<file path="config.mk">
export PLATFORM = sky130hd
export DESIGN_NAME = sqrt_bound_top
export DESIGN_NICKNAME = d
export VERILOG_FILES = /design/src/hw/srt_bound_pkg.sv /design/src/hw/sqrt_bound_capture.sv /design/src/hw/sqrt_bound_table.sv /design/src/hw/sqrt_bound_top.sv
export VERILOG_INCLUDE_DIRS = /design/src /design/src/include
export SDC_FILE = /design/constraint.sdc
export NUM_CORES = 1
export LEC_CHECK = 0
export BUFFER_PORTS_ARGS = -buffer_cell sky130_fd_sc_hd__buf_4
export CAP_MARGIN = 40
export CORE_MARGIN = 1
export CORE_UTILIZATION = 44
export DETAILED_ROUTE_END_ITERATION = 10
export PLACE_DENSITY = 0.79
export SLEW_MARGIN = 20
export SYNTH_ARGS = -nofsm -noshare
export SYNTH_HDL_FRONTEND = slang
export SYNTH_SLANG_ARGS = --single-unit
</file>
<file path="constraint.sdc">
create_clock -name cpuclk -period 1.55 [get_ports cpuclk]
set_clock_uncertainty 0.2 [all_clocks]
set_input_delay 0.155 -clock cpuclk [delete_from_list [all_inputs] [get_ports cpuclk]]
set_output_delay 0.155 -clock cpuclk [all_outputs]
set_load 0.05 [all_outputs]
</file>
<file path="src/include/srt_bound_defines.svh">
`ifndef SRT_BOUND_DEFINES_SVH
`define SRT_BOUND_DEFINES_SVH

// Width of one digit bound
`define SRT_BOUND_W 12

// Bounds per set, one for each digit boundary
`define SRT_BOUND_NUM 9

// Bound select from the partial remainder estimate
`define SRT_SEL_W 7

// Row index into the second-round tables
`define SRT_ROW_W 3

// Rows in each second-round table
`define SRT_ROW_NUM 5

// Legal second-round select codes, in table row order
`define SRT_SEL_ROW0 7'h40
`define SRT_SEL_ROW1 7'h50
`define SRT_SEL_ROW2 7'h60
`define SRT_SEL_ROW3 7'h70
`define SRT_SEL_ROW4 7'h00

// Row code given to a select that is not in the table
`define SRT_ROW_BAD 3'd7

`endif

</file>
<file path="src/hw/srt_bound_pkg.sv">
`default_nettype none

`include "srt_bound_defines.svh"

package srt_bound_pkg;

	// One request after capture
	// row is only meaningful in the second round
	typedef struct packed {
		logic                  first_round;
		logic                  secd_round;
		logic                  secd_sign;
		logic [`SRT_ROW_W-1:0] row;
	} bound_req_t;

	// Full set of digit bounds
	// Element 1 is the lowest boundary, element 9 the highest
	typedef logic [`SRT_BOUND_NUM:1][`SRT_BOUND_W-1:0] bound_set_t;

endpackage

`default_nettype wire

</file>
<file path="src/hw/sqrt_bound_capture.sv">
`timescale 1ns/1ps
`default_nettype none

`include "srt_bound_defines.svh"

module sqrt_bound_capture (
	input  wire                    cpuclk,
	input  wire                    arst_n,
	input  wire                    bound_req,
	input  wire                    first_round,
	input  wire                    secd_round,
	input  wire                    secd_sign,
	input  wire  [`SRT_SEL_W-1:0]  bound_sel,
	output logic                   req_vld,
	output srt_bound_pkg::bound_req_t req
);

	logic [`SRT_ROW_W-1:0] sel_row;
	logic                  sel_legal;

	// Select code to table row
	always_comb
	begin
		sel_legal = 1'b1;
		case (bound_sel)
			`SRT_SEL_ROW0: sel_row = 3'd0;
			`SRT_SEL_ROW1: sel_row = 3'd1;
			`SRT_SEL_ROW2: sel_row = 3'd2;
			`SRT_SEL_ROW3: sel_row = 3'd3;
			`SRT_SEL_ROW4: sel_row = 3'd4;
			default:
			begin
				sel_row   = `SRT_ROW_BAD;
				sel_legal = 1'b0;
			end
		endcase
	end

	// Request register, sampled on the strobe only
	always_ff @(posedge cpuclk or negedge arst_n)
	begin
		if (!arst_n)
		begin
			req_vld <= 1'b0;
			req     <= '0;
		end
		else
		begin
			req_vld <= bound_req;
			if (bound_req)
			begin
				req.first_round <= first_round;
				req.secd_round  <= secd_round;
				req.secd_sign   <= secd_sign;
				// First round ignores the select, park it on row 0
				req.row         <= secd_round ? sel_row : 3'd0;
			end
		end
	end

	// Only the first two rounds are handled here
	a_one_round: assert property (
		@(posedge cpuclk) disable iff (!arst_n)
		bound_req |-> (first_round ^ secd_round)
	) else $error("bound request without exactly one round flag");

	// Second round must land on a table row
	a_sel_legal: assert property (
		@(posedge cpuclk) disable iff (!arst_n)
		(bound_req && secd_round) |-> sel_legal
	) else $error("second-round bound select 0x%0h not in table", bound_sel);

endmodule

`default_nettype wire

</file>
<file path="src/hw/sqrt_bound_table.sv">
`timescale 1ns/1ps
`default_nettype none

`include "srt_bound_defines.svh"

module sqrt_bound_table (
	input  wire                        cpuclk,
	input  wire                        arst_n,
	input  wire                        req_vld,
	input  wire srt_bound_pkg::bound_req_t req,
	output logic                       bound_vld,
	output srt_bound_pkg::bound_set_t  bounds
);

	// First-round bounds do not depend on the select
	// 2, 16, 53, 95, 160, 240, 335, 450, 570
	localparam srt_bound_pkg::bound_set_t first_set = {
		12'h23a, 12'h1c2, 12'h14f, 12'h0f0, 12'h0a0,
		12'h05f, 12'h035, 12'h010, 12'h002
	};

	srt_bound_pkg::bound_set_t p2_set;
	srt_bound_pkg::bound_set_t m2_set;
	srt_bound_pkg::bound_set_t secd_set;
	srt_bound_pkg::bound_set_t sel_set;

	// Plus-two table with bound 9 leading each row
	always_comb
	begin
		case (req.row)
			3'd0: p2_set = {12'h245, 12'h1fd, 12'h1b6, 12'h170, 12'h12b,
			                12'h0e7, 12'h0a4, 12'h062, 12'h021};
			3'd1: p2_set = {12'h2cd, 12'h275, 12'h21e, 12'h1c8, 12'h173,
			                12'h11f, 12'h0cc, 12'h07a, 12'h029};
			3'd2: p2_set = {12'h355, 12'h2ed, 12'h286, 12'h220, 12'h1bb,
			                12'h157, 12'h0f4, 12'h092, 12'h031};
			3'd3: p2_set = {12'h3dd, 12'h365, 12'h2ee, 12'h278, 12'h203,
			                12'h18f, 12'h11c, 12'h0aa, 12'h039};
			3'd4: p2_set = {12'h465, 12'h3dd, 12'h356, 12'h2d0, 12'h24b,
			                12'h1c7, 12'h144, 12'h0c2, 12'h041};
			default: p2_set = '0;
		endcase
	end

	// Minus-two table in the same row order
	always_comb
	begin
		case (req.row)
			3'd0: m2_set = {12'h1fc, 12'h1c4, 12'h18b, 12'h151, 12'h116,
			                12'h0da, 12'h09d, 12'h05f, 12'h020};
			3'd1: m2_set = {12'h284, 12'h23c, 12'h1f3, 12'h1a9, 12'h15e,
			                12'h112, 12'h0c5, 12'h077, 12'h028};
			3'd2: m2_set = {12'h30c, 12'h2b4, 12'h25b, 12'h201, 12'h1a6,
			                12'h14a, 12'h0ed, 12'h08f, 12'h030};
			3'd3: m2_set = {12'h394, 12'h32c, 12'h2c3, 12'h259, 12'h1ee,
			                12'h182, 12'h115, 12'h0a7, 12'h038};
			3'd4: m2_set = {12'h41c, 12'h3a4, 12'h32b, 12'h2b1, 12'h236,
			                12'h1ba, 12'h13d, 12'h0bf, 12'h040};
			default: m2_set = '0;
		endcase
	end

	// Negative second-round root digit uses the minus-two row
	assign secd_set = req.secd_sign ? m2_set : p2_set;

	// Round flags are one-hot so first_round alone picks the set
	assign sel_set = req.first_round ? first_set : secd_set;

	// Result register holds between requests
	always_ff @(posedge cpuclk or negedge arst_n)
	begin
		if (!arst_n)
		begin
			bound_vld <= 1'b0;
			bounds    <= '0;
		end
		else
		begin
			bound_vld <= req_vld;
			if (req_vld)
			begin
				bounds <= sel_set;
			end
		end
	end

	// An out-of-range row means a bad select got through
	a_row_range: assert property (
		@(posedge cpuclk) disable iff (!arst_n)
		req_vld |-> (req.row < `SRT_ROW_NUM)
	) else $error("table row %0d out of range", req.row);

endmodule

`default_nettype wire

</file>
<file path="src/hw/sqrt_bound_top.sv">
`timescale 1ns/1ps
`default_nettype none

`include "srt_bound_defines.svh"

module sqrt_bound_top (
	input  wire                        cpuclk,
	input  wire                        arst_n,
	input  wire                        bound_req,
	input  wire                        first_round,
	input  wire                        secd_round,
	input  wire                        secd_sign,
	input  wire  [`SRT_SEL_W-1:0]      bound_sel,
	output logic                       bound_vld,
	output srt_bound_pkg::bound_set_t  bounds
);

	// Captured request on its way to the tables
	logic                      req_vld;
	srt_bound_pkg::bound_req_t req;

	sqrt_bound_capture u_capture (
		.cpuclk      (cpuclk),
		.arst_n      (arst_n),
		.bound_req   (bound_req),
		.first_round (first_round),
		.secd_round  (secd_round),
		.secd_sign   (secd_sign),
		.bound_sel   (bound_sel),
		.req_vld     (req_vld),
		.req         (req)
	);

	// Bounds appear two edges after the strobe is sampled
	sqrt_bound_table u_table (
		.cpuclk    (cpuclk),
		.arst_n    (arst_n),
		.req_vld   (req_vld),
		.req       (req),
		.bound_vld (bound_vld),
		.bounds    (bounds)
	);

endmodule

`default_nettype wire

</file>
-- After elaboration in Yosys (flattened, before gate mapping)
Index checks and enable logic that the tools add are counted.
- output and inout bits: 109
- bits of input ports: 13
- bits in registers: 115
- reductions and logical operators: 2
- equality and inequality tests: 8
- muxes and demuxes: 6
- operator list (operator ; count):
    $pmux W107 S5 ; 2
    $mux W108 ; 1
    $mux W107 ; 1
    $eq A7 B7 Y1 const B ; 4
    $pmux W3 S5 ; 1
    $logic_not A7 Y1 ; 1
    $eq A3 B2 Y1 const B ; 2
    $eq A3 B1 Y1 const B ; 1
    $eq A3 B3 Y1 const B ; 1
    $logic_not A3 Y1 ; 1
    $mux W3 ; 1

-- Logic depth before layout (Yosys ltp)
Gate-level depths: netlist (run 1).
- depth after elaboration: 4
- mapped depth: 6
- gate-level depth less buffers: 4

-- Cells and area by module
From an unflattened synthesis (run 1), not the netlist that was laid out.
- cell total of the unflattened synthesis: 308
- area total of the unflattened synthesis: 3180.6 µm²
- by module, submodules not included (module ; cells each ; times used ; area each (µm²) ; sequential area each (µm²)):
    sqrt_bound_table ; 285 ; 1 ; 2854.0 ; 1326.3
    sqrt_bound_capture ; 23 ; 1 ; 326.6 ; 175.2

-- Worst setup path before layout (run 1)
Ideal clock, no wire load.
- path type: register to register
- start point: reg u_capture.req[1] (netlist name)
- end point: reg u_table.bounds[30] (netlist name)
- library setup time: 0.078 ns
- setup slack: 0.057 ns
- clock period less this slack: 1.493 ns
- cell stages (with the launch flop): 6
- arrival: 1.215 ns
- cell sequence: dfrtp_1 buf_4 or3b_4 nor2_1 nor2_1 o2bb2ai_1
- cells in the longest elaborated chain, start to end: 4
- ends and longest elaborated chain (element ; line ; source):
    $eq A3 B3 Y1, or another cell as far along ; sqrt_bound_table.sv:30, sqrt_bound_table.sv:48 ;
    $pmux W107 S5 (on tied branches) ; sqrt_bound_table.sv:30, sqrt_bound_table.sv:48 ;
    $mux W107 * ; sqrt_bound_table.sv:64 ; assign secd_set = req.secd_sign ? m2_set : p2_set;
    $mux W108 * ; sqrt_bound_table.sv:67 ; assign sel_set = req.first_round ? first_set : secd_set;
    end signal: assignment ; sqrt_bound_table.sv:82 ; bounds <= sel_set;
    end: declaration ; sqrt_bound_table.sv:12 ; output srt_bound_pkg::bound_set_t bounds
Every way passes the cells marked *; elsewhere a longest branch is shown, timed or not.
A chain may end at the register's enable or synchronous reset.

-- Worst setup path after layout (run 1)
- start point: reg u_capture.req[1] (netlist name)
- end point: reg u_table.bounds[81] (netlist name)
- cells in the longest elaborated chain, start to end: 4
- ends and longest elaborated chain (element ; line):
    $eq A3 B3 Y1, or another cell as far along ; sqrt_bound_table.sv:30, sqrt_bound_table.sv:48
    $pmux W107 S5 (on tied branches) ; sqrt_bound_table.sv:30, sqrt_bound_table.sv:48
    $mux W107 * ; sqrt_bound_table.sv:64
    $mux W108 * ; sqrt_bound_table.sv:67
Marks and branches as above.

==> results of run 1 <==
worst min path at each step:
stage	start	to	slack, ns	cells after the start
after global placement	arst_n	u_table.bounds[19]$_DFFE_PN0P_	-0.13	1
after floorplan	arst_n	u_capture.req[0]$_DFFE_PN0P_	-0.34	0
after detailed placement	arst_n	u_table.bounds[87]$_DFFE_PN0P_	-0.13	1
final	bound_sel[2]	u_capture.req[2]$_DFFE_PN0P_	-0.02	4
after CTS	bound_sel[2]	u_capture.req[2]$_DFFE_PN0P_	-0.03	4
after global routing	bound_sel[2]	u_capture.req[2]$_DFFE_PN0P_	-0.006	4
worst max-delay path, delay by kind of cell (launching register included):
family / cells / cell delay (ns)
simple gates: 1 / 0.44
compound gates: 2 / 0.22
flops: 1 / 0.46
buf+inv: 1 / 0.15
final cells by class:
| cell class | instances | area [um2] |
|---|---|---|
| tap | 77 | 96.3 |
| inverter | 8 | 30.0 |
| clock inverter | 5 | 100 |
| multi-input combinational | 186 | 1150 |
| fill | 507 | 2420 |
| sequential | 59 | 1480 |
| clock buffer | 11 | 141 |
| timing repair buffer | 135 | 1040 |
cell families (layout without fill, tap and decap cells):
group	Yosys count	count (layout)	synth area share
other	1	28	0.00125
XOR/XNOR	2	2	0.00582
multiplexers	6	6	0.0216
buffers and inverters	85	159	0.182
AO/OA/AOI/OAI	83	83	0.192
flip-flops	59	59	0.490
AND/OR/NAND/NOR	67	67	0.107
state kept, by name (all words and copies together) (netlist names):
| name | cells |
|---|---|
| u_table.bound_vld | 1 |
| u_capture.req_vld | 1 |
| u_capture.req | 5 |
| u_table.bounds | 52 |
timing repair:
action                                  in CTS  in global routing
endpoints found under the setup margin      16                 18
resized for setup                            7                 12
endpoints found under the hold margin       65                  1
setup buffers                                0                  2
power breakdown:
part,switching [mW],internal [mW]
Clock,0.609,1.11
Combinational,1.61,0.675
Sequential,0.159,1.73
Total,2.37,3.51
cell usage in the layout (no fill, tap or decap), drive strengths merged, types with 3 or more instances in the layout:
master / instances
a21o: 3
a21oi: 22
a22o: 7
a31oi: 5
buf: 128
bufinv: 3
clkbuf: 11
clkinv: 3
conb: 28
dfrtp: 59
dlygate4sd3: 7
inv: 7
mux2: 4
nand2: 14
nand2b: 6
nand3: 4
nor2: 29
nor2b: 3
nor3: 4
o21ai: 13
o22a: 7
o2bb2ai: 13
through the flow:
step	total power [mW]	utilization
finish	5.89	0.626
floorplan	3.60	-
CTS	5.86	0.616
global placement	4.12	0.565
global route	6.12	0.626
detailed placement	4.14	0.565
layer usage:
metal	wire length, um	up-vias
li1	-	1163
met4	154	0
met3	498	16
met5	0	-
met1	3120	1208
met2	3510	126
==> metrics, run 1 <==
outcome complete, but fails checks; failing checks hold timing; f_max between 0.6 and 0.7 GHz; met1 Use GR 0.277; synthesized area 0.00301 mm2; r2r setup slk between 0.015 and 0.02 ns; Critical path origin u_capture.req[1]$_DFFE_PN0P_; H-tree depth 3; nets a little over 400; RSZ-0062 raised after global routing yes; TritonRoute pass-1 iters 7; Reg2Reg Depth 4; CP Launch Type flop; layout cells sized above 1 0.426; period utilization 0.989; post-synth top area cell dfrtp_1; GRT met2 Usage 0.335; CTS root buffer clkbuf_8; number of unique standard cell types used by synthesis 47; die area around 0.0072 mm2; pwr/cell area 1460 mW/mm2; CP Class flop to flop; crit path max fanout 7; top cells by area, synth dfrtp_1, buf_4, o2bb2ai_1; Die H about 85 um; Yosys top cell area share 0.490; Area Overhead vs Synth 34.2%; Slew Viols, Final 0; n_diodes 0; first-pass GRT wire length around 12,000 um; Synth async-reset ratio 1.00; GP Congestion about 0.91; minimum clock period around 1.5 ns; TNS Setup 0 ns; CTS tree yes; Leak Pwr roughly 2 nW; initial antenna violation count 0; worst endpoint required time 1.63 ns; Tot GR Track Use 0.213; Hold Path Class input pin to flop; Final Instance Area 0.00404 mm2; Post-DRT Antenna Nets 0; largest net degree at the start of global routing 25; DRC 0; Seq cells post-synth slightly below 60; Syn Inst Count 303; Crit. End Element flop; DR vias/cell ~5.2; maximum clock path buffer count 2; Hold Violations, Final 1; worst-path cell with the longest stage delay dfrtp_2; Core Area around 0.0065 mm2; final WL around 7300 um; worst-path cell chain or3b_4, buf_4, a21oi_1, a21o_1; DP HPWL 5280 um; clk_lat worst skew roughly 0.34 ns; Min Hold Slack -0.0179 ns; register area share after synthesis 0.490; Post-CTS Hold Fix Bufs 7; WL/cell ~15 um; Worst Setup EP u_table.bounds[81]$_DFFE_PN0P_; crit-path max cell delay 0.46 ns; Buffers on Ports 93; CTS buffer count 9; Max-Cap Viols 0; Worst VDD drop just under 0.7 mV; Ports roughly 120; count leader, synth dfrtp_1; CP arrival 1.61 ns; reg-to-reg endpoint u_table.bounds[81]$_DFFE_PN0P_; Top Usage Layer GRT met2; Final WS setup approximately 0.016 ns; final std cells w/o fill 481; Post-synth top cells dfrtp_1, buf_4, nor2_1, a21oi_1, nand2_1; initial DRC count ~220; vias in the first global route around 2,300; Post-Syn Area per Cell just under 10 um2; Syn. warnings 0; met3 Track Usage GR 0.0590; Die X 84.7 um; dpl ws -0.134 ns; DP Area approximately 0.0036 mm2; Critical R2R Launch u_capture.req[1]$_DFFE_PN0P_; clock sink count between 50 and 60; # placed instances ~460; via count between 2,000 and 3,000; count of final setup violators 0; Synth Flop Type dfrtp_1; Initial Util 0.466; GRT Residual Overflow 0; clock-pin slew on the worst setup and hold paths roughly 0.070 ns; standard-cell rows 29; number of synthesized flops with an enable pin 0
Note: power is estimated with default switching activity, not from simulation.
==> inputs of run 2 (changes only) <==
==> constraint.sdc (replaced) <==
create_clock -name cpuclk -period 1.4 [get_ports cpuclk]
set_clock_uncertainty 0.2 [all_clocks]
set_input_delay 0.14 -clock cpuclk [delete_from_list [all_inputs] [get_ports cpuclk]]
set_output_delay 0.14 -clock cpuclk [all_outputs]
set_load 0.05 [all_outputs]
==> metrics, run 2 (synthesized netlist as in run 1, its figures left out) <==
CTS tree yes; reg-to-reg endpoint u_table.bounds[77]$_DFFE_PN0P_; initial DRC count 160; Final Total Pwr 6.52 mW; hold path cells 4; layout cells sized above 1 0.541; Critical R2R Launch u_capture.req[2]$_DFFE_PN0P_; fillcell total approximately 460; final WL a little under 9000 um; clock sink count 59; leading cell type in the layout, fill and taps excluded buf_4; WL/cell approximately 17 um; failing checks DRC, hold timing, setup timing; hold_sp bound_sel[2]; Crit. End Element flop; maximum clock path buffer count 2; CP arrival 1.62 ns; worst-path cell with the longest stage delay dfrtp_1; die area 0.00718 mm2; commonest non-fill, non-tap cells in the layout buf_4, dfrtp_1, conb_1; Final Instance Area approximately 0.0046 mm2; Post-DRT Antenna Nets 0; Reg2Reg Depth 5; Ports 122; minimum clock period 1.62 ns; Worst VDD drop around 0.86 mV; H-tree depth 3; crit-path max cell delay 0.43 ns; Leak Pwr approximately 2.2 nW; utilization after layout 0.713; CP Class flop to flop; Largest regs u_table.bounds x52, u_capture.req x5; f_max between 0.6 and 0.7 GHz; CTS root buffer clkbuf_8; n_diodes 0; crit path max fanout 11; DP HPWL between 5000 and 6000 um; Min Hold Slack -0.0191 ns; Hold Violations, Final 1; worst-path cell chain buf_6, xnor2_4, nor2_4, nor3_2, o2bb2ai_1; Initial Util 0.466; pwr/cell area 1420 mW/mm2; max reg flops between 50 and 60; GRT Residual Overflow 0; worst endpoint required time 1.40 ns; Hold Path End u_capture.req[2]$_DFFE_PN0P_; Max-Cap Viols 0; Tot GR Track Use 0.237; Slew Viols, Final 0; Area Overhead vs Synth 52.9%; Critical path origin u_capture.req[2]$_DFFE_PN0P_; CP Launch Type flop; first-pass GRT wire length around 13,000 um; Die X between 80 and 90 um; Final WS setup -0.219 ns; GP Congestion between 0.8 and 0.9; standard-cell rows 29; Die H between 80 and 90 um; clock-pin slew on the worst setup and hold paths 0.06 ns; DRC 10; period utilization 1.16; count of final setup violators 37; Core Area 0.00646 mm2; DR vias/cell approximately 5.2; largest net degree at the start of global routing 60; initial antenna violation count 0; r2r setup slk -0.22 ns; clk_lat worst skew 0.33 ns; Reg with most FFs u_table.bounds; Hold Path Class input pin to flop; Buffers on Ports 93; via count about 2,600; vias in the first global route between 2,000 and 3,000; CTS buffer count 9; nets ~440; RSZ-0062 raised after global routing yes; DP Area 0.00384 mm2; outcome complete, but fails checks; TritonRoute pass-1 iters 11
run 2: report_power, final:
part / internal, mW / switching [mW] / leakage, nW / total [mW]
clock: 0.845 / 0.649 / 0.0950 / 1.49
combinational: 0.978 / 1.96 / 1.38 / 2.94
sequential: 1.92 / 0.172 / 0.712 / 2.09
total: 3.74 / 2.78 / 2.19 / 6.52
run 2: stage by stage:
stage | worst slack, ns | cells | setup TNS (ns)
2_1_floorplan | -0.0655 | 330 | -0.254
3_3_place_gp | -0.165 | 479 | -2.43
3_5_place_dp | -0.170 | 479 | -2.78
4_1_cts | -0.141 | 502 | -1.10
5_1_grt | -0.221 | 511 | -4.70
6_report | -0.219 | 511 | -2.43
run 2: cell type report:
| class | instances | area, um2 | area share |
|---|---|---|---|
| flip-flops and latches | 59 | 1480 | 0.321 |
| repair buffers | 167 | 1410 | 0.307 |
| multi-input cells | 186 | 1400 | 0.304 |
| clock buffers | 11 | 141 | 0.0307 |
| well taps | 77 | 96.3 | 0.0209 |
| clock inverters | 3 | 40.0 | 0.00870 |
| inverters | 8 | 36.3 | 0.00788 |
run 2: what timing repair did:
action,in CTS,in global routing
gates resized for setup,47,52
hold buffers,7,0
endpoints found under the setup margin,40,51
cloned,0,1
pin swaps,12,17
hold endpoints to repair,65,0
setup buffers,2,8
run 2: per-layer routing:
| metal | GRT usage | vias up | wire length [um] |
|---|---|---|---|
| met3 | 0.0492 | 14 | 456 |
| met5 | 0 | - | 0 |
| met1 | 0.299 | 1287 | 3670 |
| met4 | 0.108 | 0 | 183 |
| met2 | 0.392 | 123 | 4380 |
| li1 | - | 1225 | - |
run 2: how the worst max path moves through the flow:
stage | cells after the start | endpoint | slack [ns]
after floorplan | 5 | u_table.bounds[78]$_DFFE_PN0P_ | -0.07
after global placement | 6 | u_table.bounds[57]$_DFFE_PN0P_ | -0.17
after detailed placement | 5 | u_table.bounds[93]$_DFFE_PN0P_ | -0.17
after CTS | 4 | u_table.bounds[32]$_DFFE_PN0P_ | -0.14
after global routing | 5 | u_table.bounds[77]$_DFFE_PN0P_ | -0.22
final | 5 | u_table.bounds[77]$_DFFE_PN0P_ | -0.22
run 2: worst max-delay path: cells and delay by family (launching register included):
family / cells / cell delay [ns]
DFF: 1 / 0.43
and+or+nand+nor: 2 / 0.32
buffers and inverters: 1 / 0.19
xor gates and xnor gates: 1 / 0.21
AOI/OAI and AO/OA: 1 / 0.13
==> inputs of run 3 (changes only) <==
--- a/config.mk
+++ b/config.mk
@@ -9,10 +9,9 @@
 export BUFFER_PORTS_ARGS = -buffer_cell sky130_fd_sc_hd__buf_4
 export CAP_MARGIN = 40
 export CORE_MARGIN = 1
-export CORE_UTILIZATION = 44
+export CORE_UTILIZATION = 50
 export DETAILED_ROUTE_END_ITERATION = 10
-export PLACE_DENSITY = 0.79
-export SLEW_MARGIN = 20
+export PLACE_DENSITY = 0.84
 export SYNTH_ARGS = -nofsm -noshare
 export SYNTH_HDL_FRONTEND = slang
 export SYNTH_SLANG_ARGS = --single-unit
==> constraint.sdc (replaced) <==
create_clock -name cpuclk -period 2 [get_ports cpuclk]
set_clock_uncertainty 0.2 [all_clocks]
set_input_delay 0.2 -clock cpuclk [delete_from_list [all_inputs] [get_ports cpuclk]]
set_output_delay 0.2 -clock cpuclk [all_outputs]
set_load 0.05 [all_outputs]
==> metrics, run 3 (synthesized netlist as in run 1, its figures left out) <==
die area 0.00634 mm2; hold path cells 4; Ports roughly 120; H-tree depth 3; CP Buf/Inv Count 0; Worst VDD drop between 0.5 and 0.6 mV; CTS buffer count 9; worst-path cell with the longest stage delay dfrtp_1; DP HPWL 4810 um; worst endpoint required time 2.03 ns; initial DRC count 178; GRT Residual Overflow 0; Least-Margin Pin Slew between 0.7 and 0.8 ns; pwr/cell area 1110 mW/mm2; TNS Setup 0 ns; Tot GR Track Use 0.230; DR vias/cell 5.27; Die X ~80 um; reg-to-reg endpoint u_table.bounds[96]$_DFFE_PN0P_; worst-path cell chain or2_1, nand2_1, nand2b_1, o31ai_1; Leak Pwr ~1.8 nW; CP Class flop to flop; Max-Cap Viols 0; GP Congestion 0.916; minimum clock period 1.88 ns; Critical path origin u_capture.req[0]$_DFFE_PN0P_; RSZ-0062 raised after global routing no; Area Overhead vs Synth 22.7%; Hold Path Class input pin to flop; r2r setup slk 0.12 ns; layout cells sized above 1 0.346; Critical R2R Launch u_capture.req[0]$_DFFE_PN0P_; DRC 0; final WL 6880 um; nets between 300 and 400; Max-Slew Margin vs Limit 0.526; standard-cell rows 27; n_diodes 0; first-pass GRT wire length 10,800 um; TritonRoute pass-1 iters 4; max reg flops 52; Worst path top cell family by delay simple AND/OR/NAND/NOR gates; CTS tree yes; Final WS setup 0.122 ns; via count 2,378; Hold Violations, Final 0; Largest regs u_table.bounds x52, u_capture.req x5; CTS root buffer clkbuf_8; f_max between 0.5 and 0.6 GHz; leading cell type in the layout, fill and taps excluded buf_4; largest net degree at the start of global routing 60; crit path max fanout 18; Core Area approximately 0.0056 mm2; Slew Viols, Final 0; outcome complete, no violations; dpl ws roughly 0.2 ns; clk_lat worst skew between 0.3 and 0.4 ns; Die H between 70 and 80 um; count of final setup violators 0; Reg with most FFs u_table.bounds; WL/cell 15.3 um; clock-pin slew on the worst setup and hold paths ~0.060 ns; commonest non-fill, non-tap cells in the layout buf_4, dfrtp_1, conb_1; maximum clock path buffer count 2; CP Launch Type flop; crit-path max cell delay slightly below 0.6 ns; period utilization 0.939; initial antenna violation count 0; clock sink count just under 60; Setup Buffers After CTS 0; vias in the first global route 2,175; Crit. End Element flop; Post-DRT Antenna Nets 0; Worst Setup EP u_table.bounds[96]$_DFFE_PN0P_; Reg2Reg Depth 4; CP arrival 1.91 ns; Buffers on Ports 93; Levels on crit path 4; Initial Util 0.534
## run 3: per-layer routing
metal | wire length [um] | GRT usage | vias up | share of wire
met1 | 2980 | 0.314 | 1149 | 0.43
met2 | 3330 | 0.344 | 112 | 0.48
met4 | 101 | 0.0945 | 0 | 0.015
li1 | - | - | 1109 | -
met5 | 0 | 0 | - | 0
met3 | 475 | 0.0617 | 8 | 0.069
## run 3: worst min path at each step
stage | start | slack, ns | to
4_1_cts | bound_sel[5] | 0.02 | u_capture.req[1]$_DFFE_PN0P_
2_1_floorplan | arst_n | -0.30 | u_capture.req[0]$_DFFE_PN0P_
5_1_grt | bound_sel[5] | 0.04 | u_capture.req[1]$_DFFE_PN0P_
6_report | bound_sel[5] | 0.03 | u_capture.req[1]$_DFFE_PN0P_
3_3_place_gp | arst_n | 0.1 | u_table.bounds[6]$_DFFE_PN0P_
3_5_place_dp | arst_n | 0.10 | u_table.bounds[102]$_DFFE_PN0P_
## run 3: through the flow
| step | util | cells | area (um2) | hold slack [ns] | power (mW) |
|---|---|---|---|---|---|
| finish | 0.655 | 451 | 3690 | 0.0281 | 4.08 |
| global route | 0.655 | 451 | 3690 | 0.0368 | 4.25 |
| CTS | 0.655 | 451 | 3690 | 0.0160 | 4.09 |
| detailed placement | 0.615 | 430 | 3470 | 0.101 | 3.14 |
| global placement | 0.615 | 430 | 3470 | 0.0956 | 3.12 |
| floorplan | - | 330 | 3110 | -0.296 | 2.79 |
## run 3: worst reg2reg max path, cell delays in order (launching register included)
cell and delay [ns]:
dfrtp_1 0.58, or2_1 0.40, nand2_1 0.21, nand2b_1 0.13
o31ai_1 0.25
## run 3: final cells by class
cell class                 instances  area [um2]
fill                             481        1950
inverter                           8        30.0
clock buffer                      14         163
timing repair buffer             110         838
multi-input combinational        186        1090
sequential                        59        1480
tap                               72        90.1
clock inverter                     2        10.0
## run 3: timing repair
action | CTS | global route
resized for setup | 0 | 0
hold buffers | 5 | 0
hold endpoints to repair | 65 | 0
## run 3: power breakdown
group	internal, mW	total [mW]	switching, mW
Sequential	1.34	1.47	0.127
Clock	0.514	0.949	0.435
Combinational	0.455	1.66	1.21
